$ cat src/verilog/ctn_shell_pkg.sv
// Shared definitions for the CTN chip shell
// Bus widths, address map, pad placement and enum types
`default_nettype none

package ctn_shell_pkg;

  // Bus
  localparam int unsigned CtnAddrWidth = 32;
  localparam int unsigned CtnDataWidth = 32;

  typedef logic [CtnAddrWidth-1:0] ctn_addr_t;
  typedef logic [CtnDataWidth-1:0] ctn_word_t;

  // GPIO pins and logical pads
  localparam int unsigned NumPins = 32;
  localparam int unsigned NumPads = 19;

  typedef logic [NumPins-1:0] pin_vec_t;
  typedef logic [NumPads-1:0] pad_vec_t;

  localparam int PadGpioFirst    = 0;
  localparam int PadGpioLast     = 13;
  localparam int PadSwStrapFirst = 14;
  localparam int PadSwStrapLast  = 16;
  localparam int PadTapStrap0    = 17;
  localparam int PadTapStrap1    = 18;

  // Pin positions of the straps
  localparam int PinSwStrapFirst = 22;
  localparam int PinTapStrap0    = 30;
  localparam int PinTapStrap1    = 27;

  // Address map
  localparam ctn_addr_t   SramBaseAddr     = 32'h4000_0000;
  localparam int unsigned DefaultSramDepth = 256;
  localparam ctn_addr_t   PadBaseAddr      = 32'h4010_0000;
  localparam int unsigned PadRegionBytes   = 32;

  typedef enum logic [1:0] {
    CtnSelSram = 2'd0,
    CtnSelPad  = 2'd1,
    CtnSelNone = 2'd2
  } ctn_sel_e;

  // Pad register word offsets
  typedef enum logic [2:0] {
    PadRegOut     = 3'd0,
    PadRegOe      = 3'd1,
    PadRegPullEn  = 3'd2,
    PadRegPullSel = 3'd3,
    PadRegIn      = 3'd4
  } pad_reg_e;

  // Fake power-on sequence
  localparam int unsigned PorSupplyMax    = 15;
  localparam int unsigned PorStableCycles = 4;

endpackage

`default_nettype wire

$ cat src/verilog/ctn_addr_decode.sv
// CTN bus decoder
// Steers requests to SRAM or pad registers and returns in-order responses
`timescale 1ns/100ps
`default_nettype none

module ctn_addr_decode
  import ctn_shell_pkg::*;
#(
  parameter int unsigned SramDepth = DefaultSramDepth
) (
  input  logic      clk_aon,
  input  logic      rst_n_i,
  input  logic      por_done_i,
  input  logic      ctn_req_i,
  input  logic      ctn_we_i,
  input  ctn_addr_t ctn_addr_i,
  input  ctn_word_t ctn_wdata_i,
  input  ctn_word_t sram_rdata_i,
  input  ctn_word_t pad_rdata_i,
  output logic      sram_req_o,
  output logic      pad_req_o,
  output logic      dev_we_o,
  output ctn_addr_t dev_word_addr_o,
  output ctn_word_t dev_wdata_o,
  output logic      ctn_rsp_valid_o,
  output logic      ctn_err_o,
  output ctn_word_t ctn_rdata_o
);

  localparam int unsigned SramRegionBytes = 4 * SramDepth;
  localparam ctn_addr_t   SramMask        = ~ctn_addr_t'(SramRegionBytes - 1);
  localparam ctn_addr_t   PadMask         = ~ctn_addr_t'(PadRegionBytes - 1);

  ctn_sel_e  req_sel;
  ctn_addr_t req_offset;
  logic      s1_valid;
  ctn_sel_e  s1_sel;
  logic      s2_valid;
  ctn_sel_e  s2_sel;
  ctn_word_t rsp_rdata_d;

  // Base and size match, anything else errors
  always_comb begin
    req_sel    = CtnSelNone;
    req_offset = '0;
    if ((ctn_addr_i & SramMask) == SramBaseAddr) begin
      req_sel    = CtnSelSram;
      req_offset = ctn_addr_i & ~SramMask;
    end else if ((ctn_addr_i & PadMask) == PadBaseAddr) begin
      req_sel    = CtnSelPad;
      req_offset = ctn_addr_i & ~PadMask;
    end
  end

  ////////////////////////////////////////
  // Stage 1 request to the devices
  ////////////////////////////////////////

  // Requests before power-good are dropped
  always_ff @(posedge clk_aon or negedge rst_n_i) begin
    if (!rst_n_i) begin
      s1_valid <= 1'b0;
      s1_sel   <= CtnSelNone;
    end else begin
      s1_valid <= ctn_req_i & por_done_i;
      s1_sel   <= req_sel;
    end
  end

  always_ff @(posedge clk_aon) begin
    if (ctn_req_i) begin
      dev_we_o        <= ctn_we_i;
      dev_word_addr_o <= {2'b00, req_offset[CtnAddrWidth-1:2]};
      dev_wdata_o     <= ctn_wdata_i;
    end
  end

  assign sram_req_o = s1_valid && (s1_sel == CtnSelSram);
  assign pad_req_o  = s1_valid && (s1_sel == CtnSelPad);

  ////////////////////////////////////////
  // Stage 2 and response
  ////////////////////////////////////////

  always_ff @(posedge clk_aon or negedge rst_n_i) begin
    if (!rst_n_i) begin
      s2_valid <= 1'b0;
      s2_sel   <= CtnSelNone;
    end else begin
      s2_valid <= s1_valid;
      s2_sel   <= s1_sel;
    end
  end

  // Device read data is valid while stage 2 holds the request
  always_comb begin
    rsp_rdata_d = '0;
    if (s2_valid) begin
      case (s2_sel)
        CtnSelSram: rsp_rdata_d = sram_rdata_i;
        CtnSelPad:  rsp_rdata_d = pad_rdata_i;
        default:    rsp_rdata_d = '0;
      endcase
    end
  end

  always_ff @(posedge clk_aon or negedge rst_n_i) begin
    if (!rst_n_i) begin
      ctn_rsp_valid_o <= 1'b0;
      ctn_err_o       <= 1'b0;
    end else begin
      ctn_rsp_valid_o <= s2_valid;
      ctn_err_o       <= s2_valid && (s2_sel == CtnSelNone);
    end
  end

  always_ff @(posedge clk_aon) begin
    ctn_rdata_o <= rsp_rdata_d;
  end

endmodule

`default_nettype wire

$ cat config.mk
export PLATFORM = sky130hd
export DESIGN_NAME = ctn_addr_decode
export DESIGN_NICKNAME = d
export VERILOG_FILES = /design/src/verilog/ctn_shell_pkg.sv /design/src/verilog/ctn_addr_decode.sv
export SDC_FILE = /design/constraint.sdc
export NUM_CORES = 1
export LEC_CHECK = 0
export CELL_PAD_IN_SITES_DETAIL_PLACEMENT = 1
export CELL_PAD_IN_SITES_GLOBAL_PLACEMENT = 2
export CORE_ASPECT_RATIO = 1.4
export CORE_MARGIN = 4
export CORE_UTILIZATION = 38
export DETAILED_ROUTE_END_ITERATION = 7
export DONT_BUFFER_PORTS = 1
export GPL_TIMING_DRIVEN = 0
export PLACE_DENSITY_LB_ADDON = 0.1
export SETUP_SLACK_MARGIN = 0.3
export SLEW_MARGIN = 20
export SYNTH_ARGS = -nofsm -noshare
export SYNTH_HDL_FRONTEND = slang
export SYNTH_SLANG_ARGS = --single-unit
$ cat constraint.sdc
create_clock -name clk_aon -period 2.89 [get_ports clk_aon]
set_input_delay 0.289 -clock clk_aon [delete_from_list [all_inputs] [get_ports clk_aon]]
set_output_delay 0.289 -clock clk_aon [all_outputs]
set_load 0.01 [all_outputs]
==> flow_metrics.py, run 1 <==
metrics = {
    "status": {
        "status": "complete, no violations",
    },
    "floorplan": {
        "core_sq_mm": 0.00770,
        "die_w_um": 82.9,
        "die_h_um": 113,
        "ios": 234,
        "initial_utilization_pct": 38.7,
        "dieArea_sq_mm": 0.00935,
        "row_count": 38,
    },
    "global_route": {
        "grt-ovfl-total": 0,
        "grt_max_degree": 43,
        "track_usage_pct": 15.7,
        "antenna_found_initial": 0,
        "grt_pass1_vias": 1929,
        "grt_pass1_wl_um": 10900,
    },
    "drt": {
        "wl_per_cell_um": 19.6,
        "vias_per_cell": 4.71,
        "finalWirelength_um": 7310,
        "drc": 0,
        "vias": 1753,
        "drt_first_pass_iters": 4,
        "drt_iter0_drc": 128,
        "ant_nets": 0,
    },
    "power_and_ir_drop": {
        "combPwrFrac_pct": 4.3,
        "p_int_mw": 1.72,
        "design_power_total_mw": 2.23,
        "seq_power_share_pct": 58.7,
        "power_density_mw_per_mm2": 616,
        "clock_power_share_pct": 37.0,
        "p_sw_share_pct": 22.6,
        "switchingPower_uw": 503,
        "leakagePower_nw": 1.37,
        "irDropWorstVdd_mv": 0.319,
    },
    "timing": {
        "slew_viol_final": 0,
        "rsz0062_at_grt": "false",
        "fin_crit_sh_pct": 51.5,
        "fmax_ghz": 0.672,
        "max_slew_margin_pct": 66.5,
        "whs_ns": 0.0295,
        "worst_slew_pin_slew_ns": 0.501,
        "fin_crit_ns": 1.49,
        "finalHoldViolCount": 0,
        "setup_ws_ns": 1.40,
        "setup_violations": 0,
        "fin_setup_tns_ns": 0,
        "skew_ns": 0.00805,
    },
    "layout": {
        "fillCellCount": 826,
        "syn_to_final_growth_pct": 21.2,
        "final_layout_size_suffix_gt1_share_pct": 18.4,
        "diodes": 0,
        "final_area_sq_mm": 0.00362,
        "nNetsFinal": 400,
    },
    "worst_setup_path": {
        "slowest_delay_ns": 0.45,
        "timing.critical_path.buf_inv": 0,
        "slowest_stage": "nor3b_1",
        "crit_family": "simple AND/OR/NAND/NOR gates",
        "cp_max_fo": 3,
        "crit_arrival_ns": 1.20,
        "cp.required_ns": 2.60,
        "end_kind": "output port",
        "path_cells": "nor3b_1",
        "critical_path_class": "flop to output port",
        "start_kind": "flop",
    },
    "hold_path": {
        "hp-class": "input pin to flop",
    },
    "place": {
        "portBuffers": 0,
        "gp_congestion": 0.659,
        "dp_hpwl_um": 5580,
        "place_area_sq_mm": 0.00320,
        "dp_slack_ns": 1.41,
    },
    "clocking": {
        "root_buffer": "clkbuf_8",
        "numCtsBuffers": 9,
        "cts_sinks": 81,
        "postCtsSetupBuffers": 0,
        "cts.repair.resized": 0,
        "worstSkewPairLatency_ns": 0.35,
        "h-tree-depth": 3,
        "ctsLongestPathBuffers": 2,
        "cts_tree": "done",
        "clkSlewWorstSetupHoldPaths_ns": 0.08,
    },
    "yosys": {
        "synth_top_area_share_pct": 41.3,
        "yosysTopAreaCell": "edfxtp_1",
        "yosysUniqueCellTypes": 27,
        "ys_seq_elements": 81,
        "synth.area.top_cells": "edfxtp_1, dfxtp_1, mux2i_1",
        "synthCells": 211,
        "ys_warn_count": 0,
        "syn_area_sq_mm": 0.00298,
        "avgSynthCellArea_sq_um": 14.1,
        "ys_seq_area_share_pct": 69.5,
    },
    "job": {
        "maxCapViolations": 0,
    },
}
metal layers:
| layer | vias up | track usage, % | wire (um) |
|---|---|---|---|
| met4 | 0 | 7.96 | 176 |
| met5 | - | 0 | 0 |
| met3 | 13 | 8.52 | 845 |
| met2 | 126 | 27.8 | 4140 |
| met1 | 815 | 14.3 | 2150 |
| li1 | 799 | - | - |
through the flow:
| stage | util [%] | std cells |
|---|---|---|
| after floorplan | - | 234 |
| after global placement | 41.5 | 334 |
| after detailed placement | 41.5 | 334 |
| after CTS | 47.0 | 372 |
| after global routing | 47.0 | 372 |
| final | 47.0 | 372 |
area by class of cell:
class / count / area (sq um) / area share [%]
inverters: 5 / 18.8 / 0.519
repair buffers: 22 / 220 / 6.09
multi-input cells: 117 / 766 / 21.2
well taps: 100 / 125 / 3.46
clock buffers: 9 / 124 / 3.42
plain buffers: 31 / 211 / 5.85
flip-flops and latches: 81 / 2070 / 57.4
clock inverters: 7 / 77.6 / 2.14
layout by cell type, fill, tap and decap left out, types with 2 or more instances in the layout:
master	Yosys	layout
nor4_4	2	2
clkbuf_1	2	2
dfrtp_1	6	6
edfxtp_1	41	41
mux2i_1	32	32
dfxtp_1	32	32
inv_6	0	3
nor4b_1	3	3
nand3_1	2	2
conb_1	1	24
nor3_1	7	7
buf_4	24	24
clkbuf_8	0	9
nor2_1	36	36
inv_1	5	5
dfstp_2	2	2
buf_2	4	4
dlygate4sd3_1	0	22
logic make-up (layout without fill, tap and decap cells):
family	Yosys count	in the layout	share of synthesized area, %
AO/OA/AOI/OAI	1	1	0.252
AND/OR/NAND/NOR	60	60	11.7
multiplexers	32	32	10.7
buffers and inverters	36	74	7.71
other	1	24	0.126
flip-flops	81	81	69.5
synth_stat cells:
cell type	instances
edfxtp_1	41
nor2_1	36
dfxtp_1	32
mux2i_1	32
buf_4	24
nor3_1	7
dfrtp_1	6
inv_1	5
buf_2	4
nor4b_1	3
clkbuf_1	2
dfstp_2	2
nand3_1	2
nor4_4	2
a21boi_1	1
and2_1	1
and3b_1	1
buf_1	1
conb_1	1
nand2_1	1
nand2b_1	1
nand4_4	1
nand4b_1	1
nor3b_1	1
nor4_1	1
nor4b_4	1
or3_1	1
path summary, 6_finish.rpt:
check / slack [ns] / end / cells past startpoint / startpoint
min in group asynchronous: 0.27 / s1_valid$_DFF_PN0_ / 1 / rst_n_i
max in group asynchronous: 2.31 / s2_sel[1]$_DFF_PN1_ / 1 / rst_n_i
worst min register to register: 0.38 / s2_sel[1]$_DFF_PN1_ / 0 / s1_sel[1]$_DFF_PN1_
worst max register to register: 1.58 / ctn_rdata_o[14]$_SDFF_PN0_ / 3 / s2_sel[1]$_DFF_PN1_
worst max-delay path: 1.40 / sram_req_o / 1 / s1_sel[0]$_DFF_PN0_
worst min-delay path: 0.03 / dev_wdata_o[26]$_DFFE_PP_ / 0 / ctn_wdata_i[26]
state kept, by name (all words and copies together), names as in the netlist:
| signal | cells |
|---|---|
| dev_wdata_o | 32 |
| dev_we_o | 1 |
| s1_valid | 1 |
| ctn_err_o | 1 |
| ctn_rsp_valid_o | 1 |
| dev_word_addr_o | 8 |
| s2_valid | 1 |
| ctn_rdata_o | 32 |
| s1_sel | 2 |
| s2_sel | 2 |
power groups by stage:
stage          Clock (mW)  Combinational [mW]  Sequential [mW]
3_5_place_dp            0              0.0663             1.33
3_3_place_gp            0              0.0658             1.33
4_1_cts             0.863              0.0933             1.31
5_1_grt             0.909               0.106             1.31
6_report            0.824              0.0952             1.31
2_1_floorplan           0              0.0618             1.32
timing repair:
action | in CTS | in global routing
hold endpoints to repair | 29 | 0
hold buffers | 22 | 0
setup endpoints to repair | 0 | 0
Note: power is estimated with default switching activity, not from simulation.
==> run 2: changes to the inputs <==
- ABC_AREA: not set -> 1
- CORE_UTILIZATION: 38 -> 34
- clock period: 2.89 -> 1.37 ns (I/O delays scaled with it)
==> flow_metrics.py, run 2 <==
metrics = {
    "yosys": {
        "synthMuxAreaShare_pct": 0,
        "ys_seq_elements": 81,
        "yosysUniqueCellTypes": 23,
        "avgSynthCellArea_sq_um": 11.3,
        "syn_area_sq_mm": 0.00307,
        "synth_edf_count": 41,
        "synth-adder-area-share_pct": 0,
        "synth_common_cells": "nand2_1, edfxtp_1, nand3_1",
        "yosysMostFrequentCell": "nand2_1",
        "ys_seq_area_share_pct": 67.5,
        "synth_top_area_share_pct": 40.1,
        "synth.area.top_cells": "edfxtp_1, dfxtp_1, buf_4",
        "yosysTopAreaCell": "edfxtp_1",
        "ys_warn_count": 0,
        "synth_top_flop_cell": "edfxtp_1",
        "synth_async_sr_flop_share_pct": 9.88,
        "synthCells": 272,
        "synth_top_family_by_area": "simple AND/OR/NAND/NOR gates",
        "synth-simple-area-share_pct": 16.7,
        "synth-compound-area-share_pct": 5.21,
        "synth-xor-area-share_pct": 0,
    },
    "drt": {
        "wl_per_cell_um": 20.0,
        "drt_iter0_drc": 62,
        "vias_per_cell": 4.76,
        "drt_first_pass_iters": 4,
        "drc": 0,
        "vias": 2484,
        "finalWirelength_um": 10500,
        "ant_nets": 0,
    },
    "clocking": {
        "cts_tree": "done",
        "clkSlewWorstSetupHoldPaths_ns": 0.06,
        "cts_sinks": 81,
        "root_buffer": "clkbuf_16",
        "worstSkewPairLatency_ns": 0.33,
        "numCtsBuffers": 9,
        "h-tree-depth": 3,
        "ctsLongestPathBuffers": 2,
        "holdBufCountCts": 100,
    },
    "worst_setup_path": {
        "cp_num_cells": 1,
        "path_cells": "nor3b_4",
        "end_kind": "output port",
        "start_kind": "flop",
        "slowest_stage": "dfrtp_1",
        "critical_path_class": "flop to output port",
        "crit_arrival_ns": 1.01,
        "slowest_delay_ns": 0.40,
        "timing.critical_path.buf_inv": 0,
        "cp_max_fo": 3,
        "worstRegToRegCells": 5,
        "crit_family": "flip-flops",
        "cp.required_ns": 1.23,
    },
    "place": {
        "place_area_sq_mm": 0.00329,
        "dp_hpwl_um": 6240,
        "portBuffers": 0,
        "gp_congestion": 0.737,
    },
    "floorplan": {
        "initial_utilization_pct": 35.3,
        "dieArea_sq_mm": 0.0106,
        "ios": 234,
        "row_count": 40,
        "die_w_um": 88.3,
        "core_sq_mm": 0.00871,
        "die_h_um": 120,
    },
    "power_and_ir_drop": {
        "power_density_mw_per_mm2": 1110,
        "irDropWorstVdd_mv": 0.921,
        "leakagePower_nw": 1.85,
        "design_power_total_mw": 5.38,
    },
    "timing": {
        "skew_ns": 0.00361,
        "fin_crit_ns": 1.15,
        "finalHoldViolCount": 42,
        "rsz0062_at_grt": "true",
        "fin_setup_tns_ns": 0,
        "fin_crit_sh_pct": 83.9,
        "fmax_ghz": 0.870,
        "setup_violations": 0,
        "slew_viol_final": 0,
        "whs_ns": -0.0853,
    },
    "layout": {
        "reg.largest.list": "ctn_rdata_o (32), dev_wdata_o (32), dev_word_addr_o (8)",
        "nNetsFinal": 545,
        "final_layout_size_suffix_gt1_share_pct": 30.7,
        "final_area_sq_mm": 0.00484,
        "layout_commonest_cell": "dlygate4sd3_1",
        "layout_common_cells": "dlygate4sd3_1, edfxtp_1, nand3_1, dfxtp_1, buf_4",
        "diodes": 0,
        "syn_to_final_growth_pct": 57.6,
    },
    "global_route": {
        "grt-ovfl-total": 0,
        "grt_pass1_vias": 2746,
        "antenna_found_initial": 0,
        "grt_pass1_wl_um": 14500,
        "track_usage_pct": 18.4,
        "grt_max_degree": 43,
    },
    "job": {
        "maxCapViolations": 0,
    },
    "hold_path": {
        "hp-class": "input pin to flop",
        "min_delay_path_depth": 0,
    },
    "status": {
        "violations": "negative hold slack",
        "status": "complete, but fails checks",
    },
}
-- run 2: cell types whose count changed after synthesis, sizes merged, moves of 3 or more --
cell	change
a21oi	+32
nand3	+31
nor4b	-4
inv	+10
nor2	-10
nor4	-3
buf	+5
nand2	+42
mux2i	-32
nor3	-5
-- run 2: worst paths after layout --
kind	from	to	slack [ns]
setup / recovery	s1_sel[0]$_DFF_PN0_	pad_req_o	0.22
hold / removal	ctn_req_i	dev_wdata_o[30]$_DFFE_PP_	-0.09
setup reg to reg	s2_sel[0]$_DFF_PN0_	ctn_rdata_o[14]$_SDFF_PN0_	0.24
hold reg to reg	s2_valid$_DFF_PN0_	ctn_rsp_valid_o$_DFF_PN0_	0.37
max in group asynchronous	rst_n_i	s2_sel[1]$_DFF_PN1_	0.91
min in group asynchronous	rst_n_i	s2_valid$_DFF_PN0_	0.16
-- run 2: metal layers --
metal,track usage [%],wire length [um],up-vias
li1,-,-,1138
met4,8.98,384,0
met2,33.6,5770,156
met5,0,0,-
met3,6.20,904,29
met1,17.9,3400,1161
-- run 2: area by class of cell --
type	instances	area, sq um
fillers	906	3870
flip-flops and latches	81	2070
repair buffers	106	1060
multi-input cells	162	952
plain buffers	37	287
clock buffers	9	225
well taps	105	131
inverters	15	56.3
clock inverters	7	52.6
-- run 2: kinds of logic after synthesis --
family / count (synthesis)
AO/OA/AOI/OAI: 32
buffers and inverters: 52
flip-flops: 81
other: 1
AND/OR/NAND/NOR: 106
-- run 2: power by group --
part | total [mW] | switching [mW] | internal [mW] | leakage, nW
Combinational | 0.402 | 0.152 | 0.250 | 0.970
Sequential | 2.76 | 0.100 | 2.66 | 0.757
Clock | 2.21 | 0.974 | 1.24 | 0.127
-- run 2: what timing repair did --
action / in CTS / in global routing
gates cloned: 3 / 0
buffers inserted: 3 / 0
pin swaps: 2 / 11
gates resized for setup: 24 / 50
endpoints found under the setup margin: 33 / 32
endpoints found under the hold margin: 116 / 42
-- run 2: through the flow --
step	util [%]	worst slack [ns]	instances
6_report	55.6	0.221	522
2_1_floorplan	-	0.320	295
3_3_place_gp	37.8	0.176	400
5_1_grt	55.6	0.176	522
4_1_cts	53.8	0.193	522
3_5_place_dp	37.8	0.174	400
